`src/rtl/adpcma_params.svh`:
```
// Sizes shared by the ADPCM-A engine RTL, pulled in with `include wherever a width is needed
`ifndef ADPCMA_PARAMS_SVH
`define ADPCMA_PARAMS_SVH

// Channels and slots per round
`define ADPCMA_NCH    6
`define ADPCMA_CHW    3

// ROM byte address and start/end register widths
`define ADPCMA_AW     20
`define ADPCMA_RW     16

// Decoder accumulator, its pre-saturation sum, and PCM out
`define ADPCMA_ACCW   12
`define ADPCMA_DSW    18
`define ADPCMA_PCMW   16

// Round sum before the final clamp
`define ADPCMA_MSW    20

// Step table length and top legal index
`define ADPCMA_STEPS  49
`define ADPCMA_IDXMAX 48

`endif

```
`src/rtl/adpcma_pkg.sv`:
```
// Shared ADPCM-A tables and clamp functions, imported by the decoder, the mixer and the testbench
`include "adpcma_params.svh"

package adpcma_pkg;

    // Standard ADPCM-A step sizes, indexed 0..48
    localparam logic [15:0] step_table [`ADPCMA_STEPS] = '{
        16'd16,   16'd17,   16'd19,   16'd21,   16'd23,   16'd25,   16'd28,
        16'd31,   16'd34,   16'd37,   16'd41,   16'd45,   16'd50,   16'd55,
        16'd60,   16'd66,   16'd73,   16'd80,   16'd88,   16'd97,   16'd107,
        16'd118,  16'd130,  16'd143,  16'd157,  16'd173,  16'd190,  16'd209,
        16'd230,  16'd253,  16'd279,  16'd307,  16'd337,  16'd371,  16'd408,
        16'd449,  16'd494,  16'd544,  16'd598,  16'd658,  16'd724,  16'd796,
        16'd876,  16'd963,  16'd1060, 16'd1166, 16'd1282, 16'd1411, 16'd1552
    };

    // Index change per magnitude bits 2:0 of a nibble
    localparam logic signed [4:0] index_adj [8] = '{
        -5'sd1, -5'sd1, -5'sd1, -5'sd1, 5'sd2, 5'sd5, 5'sd7, 5'sd9
    };

    // Clamp a decoder sum into the 12-bit accumulator range
    function automatic logic signed [`ADPCMA_ACCW-1:0] sat12(
        input logic signed [`ADPCMA_DSW-1:0] x
    );
        if (x > 18'sd2047) return 12'sd2047;
        if (x < -18'sd2048) return -12'sd2048;
        return x[`ADPCMA_ACCW-1:0];
    endfunction

    // Clamp a round sum into one 16-bit output sample
    function automatic logic signed [`ADPCMA_PCMW-1:0] sat16(
        input logic signed [`ADPCMA_MSW-1:0] x
    );
        if (x > 20'sd32767) return 16'sd32767;
        if (x < -20'sd32768) return -16'sd32768;
        return x[`ADPCMA_PCMW-1:0];
    endfunction

endpackage

```
`src/rtl/adpcma_dec_if.sv`:
```
// Carries one slot's nibble from the sequencer into the ADPCM decoder, one slot per cen
`include "adpcma_params.svh"

interface adpcma_dec_if;

    logic [`ADPCMA_CHW-1:0] slot;   // Channel served this slot
    logic [3:0]             nibble; // Sign in bit 3
    logic                   valid;  // Channel is playing
    logic                   clr;    // First nibble after key-on

    // Sequencer side registers everything on cen
    modport seq (output slot, nibble, valid, clr);

    modport dec (input slot, nibble, valid, clr);

endinterface

```
`src/rtl/adpcma_decoder.sv`:
```
// Execute stage of the ADPCM-A engine, turns each slot's nibble into 16-bit PCM per channel
`include "adpcma_params.svh"

module adpcma_decoder
    import adpcma_pkg::*;
(
    input  logic                          clk,
    input  logic                          rst_n,
    input  logic                          cen,
    adpcma_dec_if.dec                     dec,
    output logic [`ADPCMA_CHW-1:0]        dec_slot,
    output logic signed [`ADPCMA_PCMW-1:0] dec_pcm,   // Zero on idle slots
    output logic                          dec_valid
);

    logic signed [`ADPCMA_ACCW-1:0] acc [`ADPCMA_NCH];  // Per-channel decoder state
    logic [5:0]                     idx [`ADPCMA_NCH];
    logic signed [`ADPCMA_ACCW-1:0] acc_cur;
    logic signed [`ADPCMA_ACCW-1:0] acc_new;
    logic [5:0]                     idx_cur;
    logic [5:0]                     idx_new;
    logic [15:0]                    step;
    logic [15:0]                    diff;     // Tops out near 2910
    logic signed [`ADPCMA_DSW-1:0]  diff_s;
    logic signed [`ADPCMA_DSW-1:0]  sum;
    logic signed [6:0]              idx_sum;

    // Key-on restarts from zero state
    assign acc_cur = dec.clr ? '0 : acc[dec.slot];
    assign idx_cur = dec.clr ? '0 : idx[dec.slot];
    assign step    = step_table[idx_cur];

    always_comb begin
        diff = step >> 3;
        if (dec.nibble[0]) begin
            diff = diff + (step >> 2);
        end
        if (dec.nibble[1]) begin
            diff = diff + (step >> 1);
        end
        if (dec.nibble[2]) begin
            diff = diff + step;
        end
    end

    assign diff_s  = $signed({2'b00, diff});
    assign sum     = dec.nibble[3] ? acc_cur - diff_s : acc_cur + diff_s;
    assign acc_new = sat12(sum);

    // Step index moves by the table, held inside 0..48
    assign idx_sum = $signed({1'b0, idx_cur}) + index_adj[dec.nibble[2:0]];
    assign idx_new = (idx_sum < 0) ? 6'd0 :
                     (idx_sum > `ADPCMA_IDXMAX) ? 6'(`ADPCMA_IDXMAX) : idx_sum[5:0];

    always_ff @(posedge clk or negedge rst_n) begin
        if (!rst_n) begin
            for (int i = 0; i < `ADPCMA_NCH; i++) begin
                acc[i] <= '0;
                idx[i] <= '0;
            end
            dec_slot  <= '0;
            dec_pcm   <= '0;
            dec_valid <= 1'b0;
        end else if (cen) begin
            dec_slot  <= dec.slot;  // Slot tag advances even when idle
            dec_valid <= dec.valid;
            if (dec.valid) begin
                acc[dec.slot] <= acc_new;
                idx[dec.slot] <= idx_new;
                dec_pcm       <= {acc_new, 4'b0000};  // Scale to 16 bits
            end else begin
                dec_pcm <= '0;
            end
        end
    end

    for (genvar i = 0; i < `ADPCMA_NCH; i++) begin : g_idx_chk
        a_idx_range: assert property (@(posedge clk) disable iff (!rst_n)
            idx[i] <= `ADPCMA_IDXMAX);
    end

endmodule

```
`src/rtl/adpcma_mix.sv`:
```
// Result stage of the ADPCM-A engine, applies level and pan then sums a stereo sample per round
`include "adpcma_params.svh"

module adpcma_mix
    import adpcma_pkg::*;
(
    input  logic                           clk,
    input  logic                           rst_n,
    input  logic                           cen,
    input  logic [5:0]                     atl,       // Total level, 63 is loudest
    input  logic [`ADPCMA_CHW-1:0]         up_lracl,  // Channel written, 6 and 7 mean idle
    input  logic [7:0]                     lracl_in,  // L, R, unused, 5-bit level
    input  logic [`ADPCMA_CHW-1:0]         dec_slot,
    input  logic signed [`ADPCMA_PCMW-1:0] dec_pcm,
    input  logic                           dec_valid,
    output logic signed [`ADPCMA_PCMW-1:0] pcm_l,
    output logic signed [`ADPCMA_PCMW-1:0] pcm_r,
    output logic                           mix_valid  // One clock per round
);

    localparam logic [`ADPCMA_CHW-1:0] last_ch = `ADPCMA_NCH - 1;

    logic [1:0]                     pan [`ADPCMA_NCH];  // Left enable in bit 1
    logic [4:0]                     lvl [`ADPCMA_NCH];
    logic [6:0]                     att;
    logic [3:0]                     shift;
    logic signed [`ADPCMA_PCMW-1:0] gained;
    logic signed [`ADPCMA_PCMW-1:0] con_l;
    logic signed [`ADPCMA_PCMW-1:0] con_r;
    logic signed [`ADPCMA_MSW-1:0]  acc_l;
    logic signed [`ADPCMA_MSW-1:0]  acc_r;
    logic signed [`ADPCMA_MSW-1:0]  sum_l;
    logic signed [`ADPCMA_MSW-1:0]  sum_r;
    logic                           round_end;

    always_ff @(posedge clk or negedge rst_n) begin
        if (!rst_n) begin
            for (int i = 0; i < `ADPCMA_NCH; i++) begin
                pan[i] <= '0;
                lvl[i] <= '0;
            end
        end else if (up_lracl < `ADPCMA_NCH) begin
            pan[up_lracl] <= lracl_in[7:6];
            lvl[up_lracl] <= lracl_in[4:0];
        end
    end

    // Attenuation in 6 dB steps
    assign att   = (7'd63 - atl) + (7'd31 - lvl[dec_slot]);
    assign shift = att[6:3];  // At most 11, under the 15 cap
    assign gained = dec_valid ? (dec_pcm >>> shift) : 16'sd0;

    assign con_l = pan[dec_slot][1] ? gained : 16'sd0;
    assign con_r = pan[dec_slot][0] ? gained : 16'sd0;
    assign sum_l = acc_l + con_l;
    assign sum_r = acc_r + con_r;

    assign round_end = dec_slot == last_ch;

    always_ff @(posedge clk or negedge rst_n) begin
        if (!rst_n) begin
            acc_l     <= '0;
            acc_r     <= '0;
            pcm_l     <= '0;
            pcm_r     <= '0;
            mix_valid <= 1'b0;
        end else begin
            mix_valid <= 1'b0;
            if (cen) begin
                if (round_end) begin
                    pcm_l     <= sat16(sum_l);
                    pcm_r     <= sat16(sum_r);
                    mix_valid <= 1'b1;
                    acc_l     <= '0;  // Slot 0 starts a fresh round
                    acc_r     <= '0;
                end else begin
                    acc_l <= sum_l;
                    acc_r <= sum_r;
                end
            end
        end
    end

    // Rounds are six slots apart
    a_valid_pulse: assert property (@(posedge clk) disable iff (!rst_n)
        mix_valid |=> !mix_valid);

endmodule

```
`src/rtl/adpcma_seq.sv`:
```
// Decode stage of the ADPCM-A engine, steps the slot round, keys channels and reads sample ROM
`include "adpcma_params.svh"

module adpcma_seq (
    input  logic                   clk,
    input  logic                   rst_n,
    input  logic                   cen,        // Advances one slot
    input  logic                   up_start,
    input  logic                   up_end,
    input  logic [`ADPCMA_CHW-1:0] up_addr,    // Channel for start/end writes
    input  logic [`ADPCMA_RW-1:0]  addr_in,
    input  logic                   up_aon,
    input  logic [7:0]             aon_cmd,    // Bit 7 set means key-off
    input  logic [7:0]             datain,     // Combinational ROM data
    input  logic [`ADPCMA_NCH-1:0] clr_flags,
    output logic [`ADPCMA_AW-1:0]  rom_addr,
    output logic                   roe_n,
    output logic [`ADPCMA_NCH-1:0] flags,      // End reached per channel
    adpcma_dec_if.seq              dec
);

    localparam logic [`ADPCMA_CHW-1:0] last_ch = `ADPCMA_NCH - 1;

    logic [`ADPCMA_CHW-1:0] slot;
    logic                   last_slot;
    logic                   aon_pend;   // Command waiting for slot 0
    logic                   aon_off;
    logic [`ADPCMA_NCH-1:0] aon_mask;
    logic [`ADPCMA_NCH-1:0] key_on;
    logic [`ADPCMA_NCH-1:0] key_off;
    logic [`ADPCMA_RW-1:0]  start_r [`ADPCMA_NCH];
    logic [`ADPCMA_RW-1:0]  end_r   [`ADPCMA_NCH];
    logic [`ADPCMA_AW-1:0]  cnt     [`ADPCMA_NCH];  // Byte counters
    logic [`ADPCMA_NCH-1:0] nib_lo;     // Low nibble next
    logic [`ADPCMA_NCH-1:0] play;
    logic [`ADPCMA_NCH-1:0] first;      // Decoder must restart
    logic                   at_end;

    assign last_slot = slot == last_ch;

    // Key command lands as slot 0 begins
    assign key_on  = (aon_pend && last_slot && !aon_off) ? aon_mask : '0;
    assign key_off = (aon_pend && last_slot && aon_off) ? aon_mask : '0;

    assign rom_addr = cnt[slot];
    assign roe_n    = ~play[slot];
    assign at_end   = cnt[slot] == {end_r[slot], 4'hf};  // Last byte of the sample

    always_ff @(posedge clk or negedge rst_n) begin
        if (!rst_n) begin
            slot <= '0;
        end else if (cen) begin
            slot <= last_slot ? '0 : slot + 1'b1;
        end
    end

    // Newer command waits while the older one is applied
    always_ff @(posedge clk or negedge rst_n) begin
        if (!rst_n) begin
            aon_pend <= 1'b0;
            aon_off  <= 1'b0;
            aon_mask <= '0;
        end else if (up_aon) begin
            aon_pend <= 1'b1;
            aon_off  <= aon_cmd[7];
            aon_mask <= aon_cmd[5:0];
        end else if (cen && last_slot) begin
            aon_pend <= 1'b0;
        end
    end

    always_ff @(posedge clk) begin
        if (up_start && up_addr < `ADPCMA_NCH) begin
            start_r[up_addr] <= addr_in;
        end
        if (up_end && up_addr < `ADPCMA_NCH) begin
            end_r[up_addr] <= addr_in;
        end
    end

    always_ff @(posedge clk or negedge rst_n) begin
        if (!rst_n) begin
            for (int i = 0; i < `ADPCMA_NCH; i++) begin
                cnt[i] <= '0;
            end
            nib_lo <= '0;
            play   <= '0;
            first  <= '0;
            flags  <= '0;
        end else begin
            flags <= flags & ~clr_flags;
            if (cen) begin
                if (play[slot]) begin
                    nib_lo[slot] <= ~nib_lo[slot];
                    first[slot]  <= 1'b0;
                    if (nib_lo[slot]) begin  // Byte fully used
                        cnt[slot] <= cnt[slot] + 1'b1;
                        if (at_end) begin
                            play[slot]  <= 1'b0;
                            flags[slot] <= 1'b1;  // Wins over a clear
                        end
                    end
                end
                // Key command overrides the slot update
                for (int i = 0; i < `ADPCMA_NCH; i++) begin
                    if (key_on[i]) begin
                        cnt[i]    <= {start_r[i], 4'b0000};
                        nib_lo[i] <= 1'b0;
                        first[i]  <= 1'b1;
                        play[i]   <= 1'b1;
                        flags[i]  <= 1'b0;
                    end else if (key_off[i]) begin
                        play[i] <= 1'b0;
                    end
                end
            end
        end
    end

    always_ff @(posedge clk or negedge rst_n) begin
        if (!rst_n) begin
            dec.slot   <= '0;
            dec.nibble <= '0;
            dec.valid  <= 1'b0;
            dec.clr    <= 1'b0;
        end else if (cen) begin
            dec.slot   <= slot;
            dec.nibble <= nib_lo[slot] ? datain[3:0] : datain[7:4];  // High first
            dec.valid  <= play[slot];
            dec.clr    <= first[slot];
        end
    end

    // A second key command must not overwrite one still waiting for slot 0
    a_aon_keep: assert property (@(posedge clk) disable iff (!rst_n)
        up_aon |-> !aon_pend || (cen && last_slot));

    for (genvar i = 0; i < `ADPCMA_NCH; i++) begin : g_flag_chk
        a_flag_stop: assert property (@(posedge clk) disable iff (!rst_n)
            $rose(flags[i]) |-> $fell(play[i]));
    end

endmodule

```
`src/rtl/adpcma_top.sv`:
```
// Top level of the six-channel ADPCM-A engine, joins sequencer, decoder and mixer
`include "adpcma_params.svh"

module adpcma_top (
    input  logic                           clk,
    input  logic                           rst_n,
    input  logic                           cen,       // One slot per strobe
    input  logic                           up_start,
    input  logic                           up_end,
    input  logic [`ADPCMA_CHW-1:0]         up_addr,
    input  logic [`ADPCMA_RW-1:0]          addr_in,
    input  logic                           up_aon,
    input  logic [7:0]                     aon_cmd,
    input  logic [`ADPCMA_CHW-1:0]         up_lracl,  // 6 or 7 when no write
    input  logic [7:0]                     lracl_in,
    input  logic [5:0]                     atl,
    input  logic [`ADPCMA_NCH-1:0]         clr_flags,
    output logic [`ADPCMA_AW-1:0]          rom_addr,
    output logic                           roe_n,
    input  logic [7:0]                     datain,
    output logic [`ADPCMA_NCH-1:0]         flags,
    output logic signed [`ADPCMA_PCMW-1:0] pcm_l,
    output logic signed [`ADPCMA_PCMW-1:0] pcm_r,
    output logic                           mix_valid
);

    logic [`ADPCMA_CHW-1:0]         dec_slot;
    logic signed [`ADPCMA_PCMW-1:0] dec_pcm;
    logic                           dec_valid;

    adpcma_dec_if nib_if ();

    // Decode, one ROM byte feeds two slots of the same channel
    adpcma_seq u_seq (
        .clk       (clk),
        .rst_n     (rst_n),
        .cen       (cen),
        .up_start  (up_start),
        .up_end    (up_end),
        .up_addr   (up_addr),
        .addr_in   (addr_in),
        .up_aon    (up_aon),
        .aon_cmd   (aon_cmd),
        .datain    (datain),
        .clr_flags (clr_flags),
        .rom_addr  (rom_addr),
        .roe_n     (roe_n),
        .flags     (flags),
        .dec       (nib_if.seq)
    );

    // Execute, one slot behind
    adpcma_decoder u_dec (
        .clk       (clk),
        .rst_n     (rst_n),
        .cen       (cen),
        .dec       (nib_if.dec),
        .dec_slot  (dec_slot),
        .dec_pcm   (dec_pcm),
        .dec_valid (dec_valid)
    );

    // Result, two slots behind
    adpcma_mix u_mix (
        .clk       (clk),
        .rst_n     (rst_n),
        .cen       (cen),
        .atl       (atl),
        .up_lracl  (up_lracl),
        .lracl_in  (lracl_in),
        .dec_slot  (dec_slot),
        .dec_pcm   (dec_pcm),
        .dec_valid (dec_valid),
        .pcm_l     (pcm_l),
        .pcm_r     (pcm_r),
        .mix_valid (mix_valid)
    );

endmodule

```
`config.mk`:
```
export PLATFORM = sky130hd
export DESIGN_NAME = adpcma_top
export DESIGN_NICKNAME = d
export VERILOG_FILES = /design/src/rtl/adpcma_pkg.sv /design/src/rtl/adpcma_dec_if.sv /design/src/rtl/adpcma_decoder.sv /design/src/rtl/adpcma_mix.sv /design/src/rtl/adpcma_seq.sv /design/src/rtl/adpcma_top.sv
export VERILOG_INCLUDE_DIRS = /design/src /design/src/rtl
export SDC_FILE = /design/constraint.sdc
export NUM_CORES = 1
export LEC_CHECK = 0
export BUFFER_PORTS_ARGS = -buffer_cell sky130_fd_sc_hd__buf_2
export CORE_MARGIN = 2
export CORE_UTILIZATION = 45
export CTS_BUF_LIST = sky130_fd_sc_hd__clkbuf_8
export DETAILED_ROUTE_END_ITERATION = 7
export GPL_TIMING_DRIVEN = 0
export HOLD_SLACK_MARGIN = 0.05
export PLACE_DENSITY_LB_ADDON = 0.3
export SYNTH_ARGS = -nofsm -noshare
export SYNTH_HDL_FRONTEND = slang
export SYNTH_SLANG_ARGS = --single-unit
```
`constraint.sdc`:
```
create_clock -name clk -period 27.4 [get_ports clk]
set_clock_uncertainty 0.15 [all_clocks]
set_input_delay 0 -clock clk [delete_from_list [all_inputs] [get_ports clk]]
set_output_delay 0 -clock clk [all_outputs]
set_load 0.02 [all_outputs]
```
==> impl_results.md <==
* Outcome: completed
* Leakage at 15.8 nW
* Fraction of registers with async set/reset at 0.677
* Syn Std Cell Area at 32000 um^2
* RSZ-0062 raised after global routing: false
* Vias in the first global route at 25300
* Final antenna-violating net count at 0
* Setup bufs post-CTS at 0
* I/O pin cnt at 124
* Via Count at 25900
* Tot GR Track Use at 0.262
* Die footprint at approximately 73000 um^2
* Die Y-Extent at 271 um
* CTS tree: built
* Setup crit end kind: flip-flop
* Maximum buffer depth of the clock tree at 3
* Initial antenna violation count at 0
* Syn Area/Cell at ~11 um^2
* Via/cell ratio at 5.91
* Global route overflow at 0
* Crit path time final at 12350 ps
* Post-CTS Resized at 0
* Cts bufs inserted at 98
* Post-synth top area share at 0.315
* Core ar. at 70100 um^2
* Post-synth top area cell: dfrtp_1
* Cell Pwr Density at 132 nW/um^2
* Pre-CTS setup slack at 15180 ps
* Routed WL per cell at 22.1 um
* Slowest stage delay, CP at 700 ps
* Post-Synthesis Cells at 3017
* Routability congestion estimate at 0.925
* Worst-Margin Slew at 1410 ps
* Critical path class: reg2reg
* Initial core utilization at 0.456
* Largest net degree at the start of global routing at 118
* Arrival @ worst endpoint at 12820 ps
* Width of the die at 271 um
* Sequential area share after synthesis at 0.496
* Total Nets Final at around 3500
* Number of synthesized flops with an enable pin at 192
* Iteration-0 DRC Markers at 2557
* Fin crit share at 0.451
* Port-buffer cells at 117
* Synth cell types at 102
* Reg area at 15900 um^2
* Share of cells above drive strength 1 at 0.141
* Critical Path Most Common Cell: ha_1
* N_diodes at 0
* Number of iterations in the first detailed-routing pass at 6
* Top FF cell, synth: dfrtp_1
* Area of the multi-input gates at about 15000 um^2
* Final WS setup at 15050 ps
* Slowest-stage cell, CP: nor2_2
* # setup viols final at 0
* VDD IR max at 0.188 mV
* Max-cap violations at 0
* Worst path required time at between 20000 and 30000 ps
* Post-DP HPWL at 69000 um
* Sink Count at 595
* Endpoints failing hold at 0
* Mapped Nets at 3194
* Latest clock arrival within the worst-skew pair at 760 ps
* Yosys warns at 0
* Total Wirelength at between 90000 and 100000 um
* Flops & latches, synth at 595
* Startpoint types: flip-flop
* Crit Path Max Fanout at 10
* Fmax at 81.0 MHz
* Global-route wire length before repair at 150000 um
* Htree depth at 3
* Worst hold path class: in2reg
* Most frequent cell after synthesis: dfrtp_1
* P&R area growth vs syn at 16.6%
* Clock root buffer: clkbuf_8
* Final core utilization at 0.532
* Slew Viols, Final at 0
* Drt drc at 0
* Top post-synthesis cells by count: 403 x dfrtp_1, 315 x nand2_1, 301 x nor2_1
* Top post-synthesis cells by area: dfrtp_1 32%, edfxtp_1 18%, ha_1 4.1%
* Cts hold-fix bufs at ~130
* Layout fillers at 6292
* Rows at 97
* Clock transition at path regs at roughly 60 ps
* Rel. slew slack at 0.0602
* Total Neg Setup Slack at 0 ps
worst paths after layout:
kind	startpoint	endpoint	slack, ps	cells past startpoint
min	addr_in[4]	u_seq.end_r[4][4]	90	2
max	u_seq.dec.slot[1]	u_dec.acc[22]	15050	43
min reg2reg	u_seq.cnt[61]	u_seq.cnt[61]	330	2
max in group asynchronous	rst_n	u_seq.cnt[38]	25250	7
max reg2reg	u_seq.dec.slot[1]	u_dec.acc[22]	15050	43
min in group asynchronous	rst_n	u_mix.pcm_l[0]	180	4
worst max-delay path, delay by kind of cell (launching register included):
family / cells / cell delay, ps
AO/OA/AOI/OAI: 17 / 3980
XOR/XNOR: 4 / 700
adder cells (fa/ha/maj): 6 / 2070
buffers and inverters: 5 / 1180
flip-flops: 1 / 390
multiplexers: 1 / 460
AND/OR/NAND/NOR: 10 / 3290
routing by layer:
| layer | GRT usage | part of all wire | up-vias |
|---|---|---|---|
| met2 | 0.424 | 0.47 | 1106 |
| met1 | 0.352 | 0.42 | 12800 |
| met4 | 0.105 | 0.041 | 0 |
| met5 | 0 | 0 | - |
| li1 | - | - | 11800 |
| met3 | 0.0437 | 0.072 | 209 |
placed cells by master (no fill, tap or decap), types with 10 or more instances in the layout:
cell,n
a211oi_1,12
a21o_1,31
a21oi_1,230
a221oi_1,10
a22oi_1,69
a31oi_1,19
and2_1,14
and3_1,15
buf_1,11
buf_2,130
buf_6,11
clkbuf_1,119
clkbuf_8,109
clkinv_1,16
clkinv_2,11
dfrtp_1,403
dlygate4sd3_1,125
edfxtp_1,192
ha_1,106
inv_1,114
mux2_2,73
mux2i_1,106
mux4_2,54
nand2_1,315
nand2b_1,36
nand3_1,40
nor2_1,293
nor2_2,12
nor2b_1,32
nor3_1,49
o21ai_0,202
o21bai_1,16
o22ai_1,25
o2bb2ai_1,40
o311ai_0,15
o31ai_1,50
or3_1,15
xnor2_1,84
xor2_1,44
where the power goes:
group	switching (W)	internal (W)
Sequential	0.000119	0.00112
Clock	0.000383	0.000419
Combinational	0.00183	0.00107
layout make-up:
type,count,area share
plain buffers,156,0.0187
clock buffers,109,0.0402
clock inverters,72,0.0133
inverters,85,0.00856
multi-input cells,2181,0.407
flip-flops and latches,595,0.425
well taps,940,0.0315
repair buffers,255,0.0557
per-stage QoR:
step	instance area (um^2)	hold slack (ps)	total power, W	cells
global route	37300	91.7	0.00526	4393
CTS	37300	81.2	0.00491	4392
floorplan	32000	-446	0.00331	3017
finish	37300	91.0	0.00494	4393
detailed placement	34000	-235	0.00408	4085
global placement	33700	159	0.00405	4074
kinds of logic after synthesis:
logic type	after synthesis	share of synthesized area
buffers and inverters	241	0.0317
and+or+nand+nor	873	0.121
adders and majority gates	114	0.0462
xor gates and xnor gates	129	0.0359
muxes	233	0.0969
DFF	595	0.496
AOI/OAI and AO/OA	832	0.172
sequential cells by signal (all words and copies together), names as in the netlist, 3 cells and up:
| name | count |
|---|---|
| u_dec.acc | 72 |
| u_dec.dec_pcm | 12 |
| u_dec.dec_slot | 3 |
| u_dec.idx | 36 |
| u_mix.acc_l | 20 |
| u_mix.acc_r | 20 |
| u_mix.lvl | 30 |
| u_mix.pan | 12 |
| u_mix.pcm_l | 16 |
| u_mix.pcm_r | 16 |
| u_seq.aon_mask | 6 |
| u_seq.cnt | 120 |
| u_seq.dec.nibble | 4 |
| u_seq.dec.slot | 3 |
| u_seq.end_r | 96 |
| u_seq.first | 6 |
| u_seq.flags | 6 |
| u_seq.nib_lo | 6 |
| u_seq.play | 6 |
| u_seq.slot | 3 |
| u_seq.start_r | 96 |
(Power assumes the default switching activity.)
